**src/logic/tcdm_config.svh**
```systemverilog
/*
  Width settings for the TCDM bank adapter
  Address, data word, byte enable and AMO operation code
*/
`ifndef TCDM_CONFIG_SVH
`define TCDM_CONFIG_SVH

// Byte address into the bank
`define TCDM_ADDR_WIDTH 32

// Data word, the AMO ALU is built for 32 bits only
`define TCDM_DATA_WIDTH 32

// One enable per byte of the data word
`define TCDM_BE_WIDTH 4

// Operation code carried on in_amo_i
`define TCDM_AMO_WIDTH 4

`endif

```
**src/logic/tcdm_pkg.sv**
```systemverilog
/*
  Shared types of the TCDM bank adapter
  Address, data and byte enable words, AMO operation encoding
*/
`default_nettype none

`include "tcdm_config.svh"

package tcdm_pkg;

  // --------------------------------------------------------------------------
  // Bus words
  // --------------------------------------------------------------------------
  typedef logic [`TCDM_ADDR_WIDTH-1:0] addr_t;
  typedef logic [`TCDM_DATA_WIDTH-1:0] data_t;
  typedef logic [`TCDM_BE_WIDTH-1:0]   be_t;

  // --------------------------------------------------------------------------
  // Atomic memory operations
  // --------------------------------------------------------------------------
  // Codes above AmoMinu are reserved and behave like AmoNone
  typedef enum logic [`TCDM_AMO_WIDTH-1:0] {
    AmoNone = 4'h0,
    AmoSwap = 4'h1,
    AmoAdd  = 4'h2,
    AmoAnd  = 4'h3,
    AmoOr   = 4'h4,
    AmoXor  = 4'h5,
    AmoMax  = 4'h6,
    AmoMaxu = 4'h7,
    AmoMin  = 4'h8,
    AmoMinu = 4'h9
  } amo_op_e;

endpackage

`default_nettype wire

```
**src/logic/amo_alu.sv**
```systemverilog
/*
  Execute stage of the TCDM bank adapter
  AMO result from the old memory word and the request operand
*/
`default_nettype none

module amo_alu (
  input  tcdm_pkg::amo_op_e amo_op_i,
  input  tcdm_pkg::data_t   operand_a_i,
  input  tcdm_pkg::data_t   operand_b_i,
  output tcdm_pkg::data_t   result_o
);

  import tcdm_pkg::*;

  // Shared 33-bit adder, extra bit holds the comparison sign
  logic [32:0] adder_a;
  logic [32:0] adder_b;
  logic [32:0] adder_sum;
  logic        sub_en;
  logic        signed_cmp;
  logic        a_lt_b;

  // --------------------------------------------------------------------------
  // Adder and comparison
  // --------------------------------------------------------------------------
  assign sub_en     = amo_op_i inside {AmoMax, AmoMaxu, AmoMin, AmoMinu};
  assign signed_cmp = amo_op_i inside {AmoMax, AmoMin};

  // Sign extend for signed compares, zero extend otherwise
  assign adder_a = {signed_cmp & operand_a_i[31], operand_a_i};
  // Subtraction as a + ~b + 1
  assign adder_b = sub_en ? ~{signed_cmp & operand_b_i[31], operand_b_i}
                          : {1'b0, operand_b_i};
  assign adder_sum = adder_a + adder_b + {32'd0, sub_en};

  // Negative difference means the old word is the smaller one
  assign a_lt_b = adder_sum[32];

  // --------------------------------------------------------------------------
  // Result select
  // --------------------------------------------------------------------------
  always_comb begin
    unique case (amo_op_i)
      AmoSwap: result_o = operand_b_i;
      AmoAdd:  result_o = adder_sum[31:0];
      AmoAnd:  result_o = operand_a_i & operand_b_i;
      AmoOr:   result_o = operand_a_i | operand_b_i;
      AmoXor:  result_o = operand_a_i ^ operand_b_i;
      AmoMax,
      AmoMaxu: result_o = a_lt_b ? operand_b_i : operand_a_i;
      AmoMin,
      AmoMinu: result_o = a_lt_b ? operand_a_i : operand_b_i;
      // No operation leaves the word as it was
      default: result_o = operand_a_i;
    endcase
  end

  // Control only ever latches known codes
  always_comb begin
    op_known : assert #0 (!$isunknown(amo_op_i) && amo_op_i <= AmoMinu)
      else $error("Unknown AMO operation at the ALU");
  end

endmodule

`default_nettype wire

```
**src/logic/tcdm_req_ctrl.sv**
```systemverilog
/*
  Request stage of the TCDM bank adapter
  Turns valid/ready requests into SRAM strobes, sequences the AMO
  write-back and flags returning read data for the response stage
*/
`default_nettype none

`include "tcdm_config.svh"

module tcdm_req_ctrl (
  input  logic                        clk_i,
  input  logic                        rst_ni,
  // Request port
  input  logic                        in_valid_i,
  output logic                        in_ready_o,
  input  tcdm_pkg::addr_t             in_address_i,
  input  logic [`TCDM_AMO_WIDTH-1:0]  in_amo_i,
  input  logic                        in_write_i,
  input  tcdm_pkg::data_t             in_wdata_i,
  input  tcdm_pkg::be_t               in_be_i,
  // Feedback from response and execute stages
  input  logic                        resp_stall_i,
  input  tcdm_pkg::data_t             amo_result_i,
  // SRAM port
  output logic                        out_req_o,
  output tcdm_pkg::addr_t             out_add_o,
  output logic                        out_write_o,
  output tcdm_pkg::data_t             out_wdata_o,
  output tcdm_pkg::be_t               out_be_o,
  // Response stage control
  output logic                        meta_push_o,
  output logic                        rdata_push_o,
  // Execute stage operands
  output tcdm_pkg::amo_op_e           amo_op_o,
  output tcdm_pkg::data_t             operand_b_o
);

  import tcdm_pkg::*;

  typedef enum logic {
    StIdle,
    StWriteBack
  } state_e;

  state_e  state_d, state_q;
  amo_op_e amo_in;
  logic    is_amo;
  logic    req_accepted;
  logic    amo_accepted;
  logic    rdata_push_q;

  // AMO context, captured at acceptance
  amo_op_e amo_op_q;
  addr_t   addr_q;
  data_t   operand_b_q;

  // --------------------------------------------------------------------------
  // Request handshake
  // --------------------------------------------------------------------------
  // Reserved codes fall out of the range and act as plain loads or stores
  assign amo_in       = amo_op_e'(in_amo_i);
  assign is_amo       = amo_in inside {[AmoSwap:AmoMinu]};

  // Blocked during write-back and while a response waits at the output
  assign in_ready_o   = (state_q == StIdle) & ~resp_stall_i;
  assign req_accepted = in_valid_i & in_ready_o;
  assign amo_accepted = req_accepted & is_amo;

  // Loads and AMOs both expect a response
  assign meta_push_o  = req_accepted & ~in_write_i;

  // --------------------------------------------------------------------------
  // SRAM drive and next state
  // --------------------------------------------------------------------------
  always_comb begin
    state_d = state_q;
    // Feed-through by default
    out_req_o   = req_accepted;
    out_add_o   = in_address_i;
    out_write_o = in_write_i;
    out_wdata_o = in_wdata_i;
    out_be_o    = in_be_i;

    unique case (state_q)
      StIdle: begin
        // AMO read goes out now, write-back claims the next cycle
        if (amo_accepted) begin
          state_d = StWriteBack;
        end
      end
      StWriteBack: begin
        // Full-word write of the ALU result to the latched address
        out_req_o   = 1'b1;
        out_write_o = 1'b1;
        out_add_o   = addr_q;
        out_wdata_o = amo_result_i;
        out_be_o    = '1;
        state_d     = StIdle;
      end
      default: state_d = StIdle;
    endcase
  end

  // --------------------------------------------------------------------------
  // Registers
  // --------------------------------------------------------------------------
  always_ff @(posedge clk_i or negedge rst_ni) begin
    if (!rst_ni) begin
      state_q      <= StIdle;
      amo_op_q     <= AmoNone;
      rdata_push_q <= 1'b0;
    end else begin
      state_q      <= state_d;
      // Read data shows up one cycle after any read strobe
      rdata_push_q <= out_req_o & ~out_write_o;
      if (amo_accepted) begin
        amo_op_q <= amo_in;
      end
    end
  end

  // Address and operand only matter during write-back
  always_ff @(posedge clk_i) begin
    if (amo_accepted) begin
      addr_q      <= in_address_i;
      operand_b_q <= in_wdata_i;
    end
  end

  assign rdata_push_o = rdata_push_q;
  assign amo_op_o     = amo_op_q;
  assign operand_b_o  = operand_b_q;

  // --------------------------------------------------------------------------
  // Assertions
  // --------------------------------------------------------------------------
  // The cycle after an AMO belongs to the write-back
  amo_blocks_next : assert property (
    @(posedge clk_i) disable iff (!rst_ni)
    amo_accepted |=> !req_accepted)
    else $error("Request accepted during AMO write-back");

  // Write-back hits the word that was read
  amo_writes_back : assert property (
    @(posedge clk_i) disable iff (!rst_ni)
    amo_accepted |=> (out_req_o && out_write_o && out_add_o == $past(in_address_i)))
    else $error("AMO write-back missing or misdirected");

endmodule

`default_nettype wire

```
**src/logic/tcdm_resp_buffer.sv**
```systemverilog
/*
  Response stage of the TCDM bank adapter
  Two-entry metadata spill buffer and a one-entry read data holding
  register, paired into a valid/ready response
*/
`default_nettype none

module tcdm_resp_buffer #(
  parameter type meta_t = logic
) (
  input  logic            clk_i,
  input  logic            rst_ni,
  // From the request stage
  input  logic            meta_push_i,
  input  meta_t           meta_i,
  input  logic            rdata_push_i,
  input  tcdm_pkg::data_t rdata_i,
  // Response port
  output logic            in_valid_o,
  input  logic            in_ready_i,
  output tcdm_pkg::data_t in_rdata_o,
  output meta_t           in_meta_o,
  output logic            resp_stall_o
);

  import tcdm_pkg::*;

  // Metadata storage, circular over two slots
  meta_t      meta_mem_q [2];
  logic       wr_ptr_q;
  logic       rd_ptr_q;
  logic [1:0] count_q;
  logic       meta_valid;
  logic       meta_full;

  // Read data holding register
  data_t      data_q;
  logic       data_held_q;
  logic       data_valid;
  logic       data_capture;

  logic       resp_accepted;

  // --------------------------------------------------------------------------
  // Response output
  // --------------------------------------------------------------------------
  assign meta_valid    = (count_q != 2'd0);
  assign meta_full     = (count_q == 2'd2);
  assign data_valid    = data_held_q | rdata_push_i;

  // Data always trails its metadata, so both must be there
  assign in_valid_o    = meta_valid & data_valid;
  assign in_meta_o     = meta_mem_q[rd_ptr_q];
  // Fresh data bypasses the register when nothing is held
  assign in_rdata_o    = data_held_q ? data_q : rdata_i;

  assign resp_accepted = in_valid_o & in_ready_i;
  assign resp_stall_o  = in_valid_o & ~in_ready_i;

  // Keep incoming data unless it leaves right away
  assign data_capture  = rdata_push_i & ~(resp_accepted & ~data_held_q);

  // --------------------------------------------------------------------------
  // Control state
  // --------------------------------------------------------------------------
  always_ff @(posedge clk_i or negedge rst_ni) begin
    if (!rst_ni) begin
      wr_ptr_q    <= 1'b0;
      rd_ptr_q    <= 1'b0;
      count_q     <= 2'd0;
      data_held_q <= 1'b0;
    end else begin
      if (meta_push_i) begin
        wr_ptr_q <= ~wr_ptr_q;
      end
      if (resp_accepted) begin
        rd_ptr_q <= ~rd_ptr_q;
      end
      unique case ({meta_push_i, resp_accepted})
        2'b10:   count_q <= count_q + 2'd1;
        2'b01:   count_q <= count_q - 2'd1;
        default: count_q <= count_q;
      endcase
      data_held_q <= data_capture | (data_held_q & ~resp_accepted);
    end
  end

  // Payload storage
  always_ff @(posedge clk_i) begin
    if (meta_push_i) begin
      meta_mem_q[wr_ptr_q] <= meta_i;
    end
    if (data_capture) begin
      data_q <= rdata_i;
    end
  end

  // --------------------------------------------------------------------------
  // Assertions
  // --------------------------------------------------------------------------
  // Request stage must stall before the metadata overflows
  meta_no_overflow : assert property (
    @(posedge clk_i) disable iff (!rst_ni)
    meta_push_i |-> !meta_full)
    else $error("Metadata pushed into a full buffer");

  // Held data must leave before the next read returns
  data_no_overwrite : assert property (
    @(posedge clk_i) disable iff (!rst_ni)
    rdata_push_i |-> !data_held_q)
    else $error("Read data pushed while holding register occupied");

endmodule

`default_nettype wire

```
**src/logic/tcdm_adapter.sv**
```systemverilog
/*
  TCDM bank adapter top level
  Request control, AMO execute and response buffer stages in front
  of a single-port SRAM
*/
`default_nettype none

`include "tcdm_config.svh"

module tcdm_adapter #(
  parameter type meta_t = logic
) (
  input  logic                       clk_i,
  input  logic                       rst_ni,
  // Request port
  input  logic                       in_valid_i,
  output logic                       in_ready_o,
  input  tcdm_pkg::addr_t            in_address_i,
  input  logic [`TCDM_AMO_WIDTH-1:0] in_amo_i,
  input  logic                       in_write_i,
  input  tcdm_pkg::data_t            in_wdata_i,
  input  meta_t                      in_meta_i,
  input  tcdm_pkg::be_t              in_be_i,
  // Response port
  output logic                       in_valid_o,
  input  logic                       in_ready_i,
  output tcdm_pkg::data_t            in_rdata_o,
  output meta_t                      in_meta_o,
  // SRAM port
  output logic                       out_req_o,
  output tcdm_pkg::addr_t            out_add_o,
  output logic                       out_write_o,
  output tcdm_pkg::data_t            out_wdata_o,
  output tcdm_pkg::be_t              out_be_o,
  input  tcdm_pkg::data_t            out_rdata_i
);

  import tcdm_pkg::*;

  // Stage to stage wiring
  logic    meta_push;
  logic    rdata_push;
  logic    resp_stall;
  amo_op_e amo_op;
  data_t   operand_b;
  data_t   amo_result;

  // --------------------------------------------------------------------------
  // Request control
  // --------------------------------------------------------------------------
  tcdm_req_ctrl i_req_ctrl (
    .clk_i        (clk_i),
    .rst_ni       (rst_ni),
    .in_valid_i   (in_valid_i),
    .in_ready_o   (in_ready_o),
    .in_address_i (in_address_i),
    .in_amo_i     (in_amo_i),
    .in_write_i   (in_write_i),
    .in_wdata_i   (in_wdata_i),
    .in_be_i      (in_be_i),
    .resp_stall_i (resp_stall),
    .amo_result_i (amo_result),
    .out_req_o    (out_req_o),
    .out_add_o    (out_add_o),
    .out_write_o  (out_write_o),
    .out_wdata_o  (out_wdata_o),
    .out_be_o     (out_be_o),
    .meta_push_o  (meta_push),
    .rdata_push_o (rdata_push),
    .amo_op_o     (amo_op),
    .operand_b_o  (operand_b)
  );

  // Old word straight from the SRAM read port
  amo_alu i_amo_alu (
    .amo_op_i    (amo_op),
    .operand_a_i (out_rdata_i),
    .operand_b_i (operand_b),
    .result_o    (amo_result)
  );

  // --------------------------------------------------------------------------
  // Response buffering
  // --------------------------------------------------------------------------
  tcdm_resp_buffer #(
    .meta_t (meta_t)
  ) i_resp_buffer (
    .clk_i        (clk_i),
    .rst_ni       (rst_ni),
    .meta_push_i  (meta_push),
    .meta_i       (in_meta_i),
    .rdata_push_i (rdata_push),
    .rdata_i      (out_rdata_i),
    .in_valid_o   (in_valid_o),
    .in_ready_i   (in_ready_i),
    .in_rdata_o   (in_rdata_o),
    .in_meta_o    (in_meta_o),
    .resp_stall_o (resp_stall)
  );

endmodule

`default_nettype wire

```
**config.mk**
```make
export PLATFORM = sky130hd
export DESIGN_NAME = tcdm_adapter
export DESIGN_NICKNAME = d
export VERILOG_FILES = /design/src/logic/tcdm_pkg.sv /design/src/logic/amo_alu.sv /design/src/logic/tcdm_req_ctrl.sv /design/src/logic/tcdm_resp_buffer.sv /design/src/logic/tcdm_adapter.sv
export VERILOG_INCLUDE_DIRS = /design/src /design/src/logic
export SDC_FILE = /design/constraint.sdc
export NUM_CORES = 1
export LEC_CHECK = 0
export ABC_AREA = 0
export CAP_MARGIN = 10
export CORE_UTILIZATION = 45
export DETAILED_ROUTE_END_ITERATION = 7
export DONT_BUFFER_PORTS = 1
export GPL_ROUTABILITY_DRIVEN = 0
export PLACE_DENSITY = 0.64
export RECOVER_POWER = 50
export SLEW_MARGIN = 20
export SYNTH_ARGS = -nofsm -noshare
export SYNTH_HDL_FRONTEND = slang
export SYNTH_HIERARCHICAL = 1
export SYNTH_SLANG_ARGS = --single-unit
```
**constraint.sdc**
```tcl
create_clock -name clk_i -period 18.3 [get_ports clk_i]
set_clock_uncertainty 0.1 [all_clocks]
set_input_delay 1.83 -clock clk_i [delete_from_list [all_inputs] [get_ports clk_i]]
set_output_delay 1.83 -clock clk_i [all_outputs]
set_load 0.1 [all_outputs]
```
==> flow_summary.yaml, run 1 <==
synthesis:
  yosysWarnings: 6
  syn-num-nets: 1112
  synth_top_cell_area_share_pct: 31.47
  synth_area_leaders: "edfxtp_1 (31%), ha_1 (13%), mux2_2 (8.3%), xnor2_1 (4.9%), mux2_4 (4.5%)"
  ys_dominant_reg_cell: "edfxtp_1"
  synth.largest_area_cell: "edfxtp_1"
  synth.ff_latch_count: 109
  synth_edf_count: 98
  synth-seq-area-share_pct: 34.41
  synth_cell_types: 71
  async_flop_share_pct: 10.09
  netlist_instances: 905
  synth.avg_cell_area_um2: 10.33
  syn_area_um2: 9351
floorplanning:
  die_area_um2: 21360
  rows: 52
  core-area_um2: 20300
  die_w_um: 146.2
  die_h_um: 146.2
  pin_count: 215
  start_util_pct: 46.07
power:
  power.density_nw_per_um2: 200.3
  leakagePower_nw: 3.946
  internal_power_mw: 0.8520
  ir_worst_vdd_uv: 148.7
  p_sw_share_pct: 56.93
  comb_power_share_pct: 72.0
  switching_power_mw: 1.126
  p_clk_share_pct: 10.4
  power.sequential.fraction_pct: 17.6
timing:
  relSlewSlack_pct: -142.7
  slew_viol_final: 98
  fmax_ghz: 0.1258
  setup_viol: 0
  worst_slew_pin_slew_ns: 3.641
  finalCritPeriodShare_pct: 43.44
  worst_hold_slack_ns: 0.3839
  period_minus_slack_ns: 7.950
  hold_viol_final: 0
  rsz0062_at_grt: "false"
  setup_tns_ns: 0
setup_path:
  critPathTopFamily: "multiplexers"
  slowest_delay_ns: 0.81
  worst_ep_arrival_time_ns: 6.02
  worstSetupPathType: "flop to primary output"
  start_kind: "flop"
  critical-path-top-cell-by-count: "buf_4"
  cp_num_buf_inv: 2
  endpoint_kind: "primary output"
  critPathMaxFanout: 24
  critical_path_required_ns: 16.37
  reg2reg_slack_ns: 13.15
  crit_slowest_cell: "mux2i_4"
  crit_path_cell_trace: "nor3b_1 > buf_4 > nor2_4 > buf_4 > xnor2_1 > ha_1 > a21o_1 > or3_1 > o211ai_2 > nand3_2 > a31oi_4 > o21ai_2 > xnor2_4 > mux2i_4 > a21oi_1 > o32ai_1 > mux2_2"
cells_and_area:
  fillers: 1902
  drive_above_1_share_pct: 17.05
  nets: 1082
  antenna_cells: 0
  final_common_cell: "edfxtp_1"
  final_cell_mix: "edfxtp_1 (98), ha_1 (96), inv_1 (71)"
  area_growth_pct: 5.633
detailed_routing:
  top_layer_used: "met4"
  vias: 6905
  wl_met1_um: 10020
  vias_per_cell: 6.004
  drc_errors: 0
  drt-initial-drc-count: 404
  drt-total-wl_um: 22650
  route.met2.wl_um: 11050
  final_antenna_net_count: 0
  drt_pass1_iterations: 7
  wl_per_cell_um: 19.70
  wl_met3_um: 1227
clocking:
  cts_made_buffers: 9
  cts_setup_buffers: 0
  cts.htree.levels: 3
  cts.sinks: 109
  cts_tree: "done"
  clockBufferDepth: 2
  clk_pin_slew_ns: 0.08
  cts_hold_buf: 0
  clkLatencyLatePin_ns: 0.37
  cts_resized: 0
  cts_root_buffer: "clkbuf_16"
run_status:
  violations: "capacitance limit, slew limit"
  status: "finished with violations"
grt:
  grt_max_degree: 74
  grt_pass1_wl_um: 36280
  grtUsageTotal_pct: 21.26
  grt_pass1_vias: 6953
  antenna_found_initial: 0
  overflow: 0
placed_design:
  portBuffers: 0
  dp_hpwl_um: 15860
min_path:
  hp-class: "flop to flop"
run:
  drv_cap: 2
through the flow:
step / util [%] / cells / cell area, µm² / total power [mW] / worst slack [ns]
floorplan: - / 905 / 9351 / 1.574 / 10.86
global placement: 47.18 / 1134 / 9578 / 1.770 / 10.75
detailed placement: 47.18 / 1134 / 9578 / 1.778 / 10.68
CTS: 48.72 / 1150 / 9889 / 1.991 / 10.25
global route: 48.66 / 1150 / 9878 / 2.105 / 9.854
finish: 48.66 / 1150 / 9878 / 1.978 / 10.35
registers in the layout (all words and copies together) (netlist names):
| name | flops |
|---|---|
| i_resp_buffer/meta_mem_q | 2 |
| i_resp_buffer/data_q | 32 |
| i_resp_buffer/wr_ptr_q | 1 |
| i_resp_buffer/count_q | 2 |
| i_req_ctrl/state_q | 1 |
| i_resp_buffer/data_held_q | 1 |
| i_req_ctrl/addr_q | 32 |
| i_resp_buffer/rd_ptr_q | 1 |
| i_req_ctrl/rdata_push_o | 1 |
| i_req_ctrl/amo_op_o | 4 |
| i_req_ctrl/operand_b_o | 32 |
layer usage:
layer | GRT usage (%) | up-vias
met4 | 6.875 | 0
met5 | 0 | -
met2 | 36.43 | 216
met1 | 27.10 | 3340
met3 | 3.688 | 28
li1 | - | 3321
power groups by stage:
stage                     logic (mW)  registers [mW]  clock network [mW]
final                           1.42           0.348               0.206
after floorplan                 1.24           0.334                   0
after CTS                       1.43           0.346               0.212
after detailed placement        1.43           0.352                   0
after global routing            1.53           0.355               0.219
after global placement          1.42           0.350                   0
cells in the mapped netlist (all sizes together), types with 10 or more instances:
master	number
ha	96
nor2	57
nand2	37
xnor2	53
edfxtp	98
inv	71
dfrtp	11
o21ai	33
mux2	97
nand2b	10
buf	14
o211ai	19
xor2	12
a221oi	41
a21oi	71
clkbuf	36
a21o	19
path summary, 6_finish.rpt:
check	depth (start not counted)	endpoint	from
setup / recovery	17	out_wdata_o[21]	i_req_ctrl/amo_op_o[3]
setup reg to reg	6	i_req_ctrl/operand_b_o[4]	i_resp_buffer/data_held_q
max in group asynchronous	0	i_req_ctrl/state_q	rst_ni
hold / removal	1	i_resp_buffer/rd_ptr_q	i_resp_buffer/rd_ptr_q
hold reg to reg	1	i_resp_buffer/rd_ptr_q	i_resp_buffer/rd_ptr_q
min in group asynchronous	0	i_resp_buffer/wr_ptr_q	rst_ni
logic make-up after synthesis:
family,synth area share [%]
buffers and inverters,5.405
AO/OA/AOI/OAI,19.36
XOR/XNOR,6.289
adder cells (fa/ha/maj),13.18
flip-flops,34.41
AND/OR/NAND/NOR,8.041
multiplexers,13.31
cell type report:
cell class	count	area, µm²	area share [%]
Tap cell	270	337.8	3.420
Inverter	71	266.5	2.698
Timing Repair Buffer	9	63.81	0.6460
Clock buffer	9	225.2	2.280
Multi-Input combinational cell	675	5675	57.45
Clock inverter	7	86.33	0.8740
Sequential cell	109	3223	32.63
Note: power is estimated with default switching activity, not from simulation.
==> inputs of run 2 (changes only) <==
- PLACE_DENSITY: 0.64 -> 0.66
- clock period: 18.3 -> 6.8 ns (I/O delays scaled with it)
==> run 2 against run 1 <==
Worst hold slack worse by 0.12 ns; sequential power rose to 2.7 times the previous value; largest power group unchanged; non-clock buffer count up 5; cell count is 0.43% higher; the flow still finishes with violations (capacitance limit, slew limit); combinational power rose to 2.7 times the previous value; die area did not move; global-route usage rose by 0.22 points; critical path depth rose by 1; worst setup slack got worse by 9.7 ns.
==> flow_summary.yaml, run 2 (synthesized netlist as in run 1, its figures left out) <==
placed_design:
  dp_hpwl_um: 15970
  placed_cell_area_um2: 9588
  pre_cts_ws_ns: 1.004
  dp_cells: 1138
  portBuffers: 0
setup_path:
  worstSetupPathType: "flop to primary output"
  start_kind: "flop"
  worst_ep_arrival_time_ns: 5.39
  critical_path_required_ns: 6.02
  r2r_start: "i_resp_buffer/data_held_q"
  rr_worst_depth: 6
  crit_slowest_cell: "mux2_2"
  reg2reg_slack_ns: 2.47
  regToRegEndpoint: "i_req_ctrl/operand_b_o[9]"
  slowest_delay_ns: 0.57
  endpoint_kind: "primary output"
  critPathMaxFanout: 22
  crit_path_cell_trace: "nor3b_1 > buf_4 > nor2_4 > buf_4 > xnor2_1 > ha_1 > a21oi_1 > o21ai_1 > nor2_1 > nand3_2 > a31oi_4 > o21ai_2 > xnor2_4 > mux2i_2 > buf_4 > a221oi_1 > a21oi_1 > mux2_2"
  critical-path-top-cell-by-count: "buf_4"
floorplanning:
  pin_count: 215
  die_h_um: 146.2
  start_util_pct: 46.07
  rows: 52
  die_area_um2: 21360
  die_w_um: 146.2
  core-area_um2: 20300
timing:
  hold_viol_final: 0
  setup_viol: 0
  period_minus_slack_ns: 6.167
  setup_tns_ns: 0
  slew_viol_final: 69
  rsz0062_at_grt: "false"
  relSlewSlack_pct: -70.12
  fmax_ghz: 0.1621
  finalCritPeriodShare_pct: 90.70
  finalWorstSetupSlack_ns: 0.6326
  worst_slew_pin_slew_ns: 2.552
clocking:
  cts.htree.levels: 3
  clk_pin_slew_ns: 0.09
  cts_made_buffers: 9
  clkLatencyLatePin_ns: 0.37
  cts_tree: "done"
  clockBufferDepth: 2
  cts_root_buffer: "clkbuf_16"
  cts.sinks: 109
power:
  power.density_nw_per_um2: 538.0
  ir_worst_vdd_uv: 310.5
  leakagePower_nw: 3.937
grt:
  met3_usage_pct: 3.281
  grt_pass1_vias: 7115
  overflow: 0
  grtUsageTotal_pct: 21.48
  grt_max_degree: 74
  met1_usage_pct: 27.58
  grt_use_met2_pct: 36.67
  busiest_layer: "met2"
  antenna_found_initial: 0
  grt_pass1_wl_um: 36960
cells_and_area:
  area_growth_pct: 5.553
  antenna_cells: 0
  final_common_cell: "edfxtp_1"
  fillers: 1909
  final_area_um2: 9871
  instances_no_fill: 1155
  nets: 1087
  final_cell_mix: "edfxtp_1 (98), ha_1 (96), inv_1 (71)"
  drive_above_1_share_pct: 16.16
detailed_routing:
  vias_per_cell: 6.067
  drt-initial-drc-count: 374
  final_antenna_net_count: 0
  wl_per_cell_um: 19.44
  drt_pass1_iterations: 5
  vias: 7007
  drc_errors: 0
  drt-total-wl_um: 22460
run:
  drv_cap: 2
min_path:
  min-delay-start: "in_write_i"
  hp-class: "input port to flop"
  hold_path_end: "i_req_ctrl/rdata_push_o"
  hold_depth: 1
run_status:
  status: "finished with violations"
  violations: "capacitance limit, slew limit"
## run 2: power by group
part           switching, mW  internal, mW
Clock                  0.299         0.274
Combinational           2.62          1.18
Sequential            0.0964         0.833
Total                   3.02          2.29
## run 2: layout make-up
class,instances,area (µm²),area share [%]
inverter,71,266.5,2.700
tap,270,337.8,3.422
clock inverter,7,96.34,0.9760
timing repair buffer,14,103.9,1.052
sequential,109,3223,32.65
clock buffer,9,225.2,2.282
multi-input combinational,675,5618,56.91
## run 2: what timing repair did
action,in CTS,in global routing
hold buffers,1,0
gates resized for setup,0,0
hold endpoints to repair,11,0
setup buffers,0,0
## run 2: worst max path at each step
stage	from	end	slack [ns]	depth (start not counted)
final	i_req_ctrl/amo_op_o[3]	out_wdata_o[24]	0.63	18
after floorplan	i_resp_buffer/data_held_q	i_req_ctrl/addr_q[0]	0.48	6
after global placement	i_req_ctrl/amo_op_o[3]	out_wdata_o[31]	1.11	17
after global routing	i_req_ctrl/amo_op_o[3]	out_wdata_o[31]	0.21	17
after CTS	i_req_ctrl/amo_op_o[3]	out_wdata_o[31]	0.59	17
after detailed placement	i_req_ctrl/amo_op_o[3]	out_wdata_o[31]	1.00	17
## run 2: metrics by stage
| step | hold WS [ns] | util [%] | power (mW) |
|---|---|---|---|
| 2_1_floorplan | 0.2844 | - | 4.235 |
| 3_3_place_gp | 0.2847 | 47.23 | 4.744 |
| 3_5_place_dp | 0.2847 | 47.23 | 4.763 |
| 4_1_cts | 0.2496 | 48.87 | 5.361 |
| 5_1_grt | 0.2581 | 48.63 | 5.655 |
| 6_report | 0.2626 | 48.63 | 5.311 |
## run 2: layer usage
layer	up-vias	wire length [µm]	part of all wire, %
met2	219	10820	48
met4	0	481	2.1
met3	28	1147	5.1
met1	3402	10000	45
met5	-	0	0
li1	3358	-	-
## run 2: worst max-delay path: cells and delay by family, from the launching register on
family	cells	cell delay (ns)
AOI/OAI and AO/OA	6	1.13
xor gates and xnor gates	2	0.43
adders and majority gates	1	0.31
buffers and inverters	3	0.91
DFF	1	0.50
muxes	2	0.80
and+or+nand+nor	4	0.92
==> inputs of run 3 (changes only) <==
- PLACE_DENSITY: 0.66 -> unset
- PLACE_DENSITY_LB_ADDON: unset -> 0.12
==> run 3 against run 2 <==
The flow still finishes with violations (capacitance limit, slew limit); via count is 1.1% higher; register-to-register slack got worse by 0.03 ns; non-clock buffer count increased by 2; global-route usage rose by 1.1 points; critical endpoint is now out_wdata_o[25]; largest power group unchanged; highest routed layer unchanged.
==> flow_summary.yaml, run 3 (synthesized netlist as in run 1, its figures left out) <==
detailed_routing:
  drc_errors: 0
  wl_per_cell_um: 21.01
  vias: 7086
  drt_pass1_iterations: 5
  vias_per_cell: 6.114
  final_antenna_net_count: 0
  drt-initial-drc-count: 470
  drt-total-wl_um: 24350
setup_path:
  worst_ep_arrival_time_ns: 5.63
  start_kind: "flop"
  reg2reg_slack_ns: 2.44
  critPathMaxFanout: 20
  crit_path_cell_trace: "nor3b_1 > nor2_4 > buf_4 > xnor2_1 > ha_1 > a21oi_1 > o21ai_1 > nor2_1 > nand3_2 > a31oi_4 > o21ai_2 > xnor2_4 > mux2i_2 > a221oi_1 > o21ai_0 > mux2_2"
  worstSetupPathType: "flop to primary output"
  slowest_delay_ns: 0.79
  endpoint_kind: "primary output"
  crit_slowest_cell: "mux2i_2"
  critical_path_required_ns: 6.02
run:
  drv_cap: 2
clocking:
  clkLatencyLatePin_ns: 0.37
  cts.htree.levels: 3
  cts_root_buffer: "clkbuf_16"
  cts.sinks: 109
  clockBufferDepth: 2
  cts_made_buffers: 9
  cts_tree: "done"
  clk_pin_slew_ns: 0.09
cells_and_area:
  final_common_cell: "edfxtp_1"
  fillers: 1864
  instances_no_fill: 1159
  final_area_um2: 9892
  fin_util_pct: 48.73
  nets: 1089
  area_growth_pct: 5.780
  drive_above_1_share_pct: 16.12
  final_cell_mix: "edfxtp_1 (98), ha_1 (96), inv_1 (71)"
grt:
  antenna_found_initial: 0
  overflow: 0
  grt_max_degree: 74
  grt_pass1_vias: 7120
  grtUsageTotal_pct: 22.59
  grt_pass1_wl_um: 38370
placed_design:
  dp_hpwl_um: 17270
  placed_cell_area_um2: 9603
  dp_cells: 1140
  pre_cts_ws_ns: 0.8130
  portBuffers: 0
floorplanning:
  die_w_um: 146.2
  core-area_um2: 20300
  die_area_um2: 21360
  start_util_pct: 46.07
  pin_count: 215
  die_h_um: 146.2
  rows: 52
run_status:
  violations: "capacitance limit, slew limit"
  status: "finished with violations"
timing:
  finalWorstSetupSlack_ns: 0.3910
  slew_viol_final: 69
  finalCritPeriodShare_pct: 94.25
  period_minus_slack_ns: 6.409
  relSlewSlack_pct: -70.99
  rsz0062_at_grt: "false"
  worst_slew_pin_slew_ns: 2.565
  fmax_ghz: 0.1560
  setup_tns_ns: 0
  hold_viol_final: 0
  worst_hold_slack_ns: 0.2585
  setup_viol: 0
power:
  leakagePower_nw: 3.940
  ir_worst_vdd_uv: 342.1
  p_total_mw: 5.386
  power.density_nw_per_um2: 544.5
min_path:
  hp-class: "input port to flop"
==> run 3: cell types whose count changed in the layout (fill, tap and decap cells not counted) <==
cell     delta
buf_4       +2
diode_2     +2
mux2_1      +2
mux2_4      -2
mux2i_2     -1
mux2i_4     +1
==> run 3: timing repair <==
| item | in CTS | in global routing |
|---|---|---|
| gates resized for setup | 0 | 1 |
| setup buffers | 0 | 0 |
| endpoints found under the setup margin | 0 | 2 |
| hold endpoints to repair | 11 | 0 |
| hold buffers | 1 | 0 |
==> run 3: worst max-delay path, delay by kind of cell, from the launching register on <==
| kind | cells | cell delay, ns |
|---|---|---|
| fa+ha+maj | 1 | 0.36 |
| xor+xnor | 2 | 0.45 |
| buf+inv | 1 | 0.32 |
| flops | 1 | 0.54 |
| compound gates | 6 | 1.07 |
| simple gates | 4 | 1.14 |
| mux | 2 | 1.35 |
==> run 3: layer usage <==
layer  track usage (%)  routed length [µm]
met5                 0                   0
met4             6.458                 396
met3             4.688                1484
met2             39.55               12070
met1             27.93               10400
==> run 3: path summary, 6_finish.rpt <==
check	endpoint	startpoint	depth (start not counted)
min reg2reg	i_resp_buffer/rd_ptr_q	i_resp_buffer/rd_ptr_q	1
max	out_wdata_o[25]	i_req_ctrl/amo_op_o[3]	16
min in group asynchronous	i_resp_buffer/count_q[0]	rst_ni	1
min	i_req_ctrl/rdata_push_o	in_write_i	1
max in group asynchronous	i_req_ctrl/state_q	rst_ni	1
max reg2reg	i_resp_buffer/count_q[1]	i_resp_buffer/data_held_q	9
==> run 3: area by class of cell <==
class / count / area, µm² / area share, %
Inverter: 71 / 266.5 / 2.694
Timing Repair Buffer: 16 / 118.9 / 1.202
Multi-Input combinational cell: 675 / 5619 / 56.80
Tap cell: 270 / 337.8 / 3.415
Sequential cell: 109 / 3223 / 32.58
Antenna cell: 2 / 5.005 / 0.05059
Clock buffer: 9 / 225.2 / 2.277
Clock inverter: 7 / 96.34 / 0.9739
==> run 3: power breakdown <==
group | internal (mW) | leakage (nW) | total, mW | switching, mW
registers | 0.833 | 1.04 | 0.931 | 0.0984
clock network | 0.274 | 0.156 | 0.580 | 0.306
logic | 1.19 | 2.75 | 3.87 | 2.68
total | 2.30 | 3.94 | 5.39 | 3.09
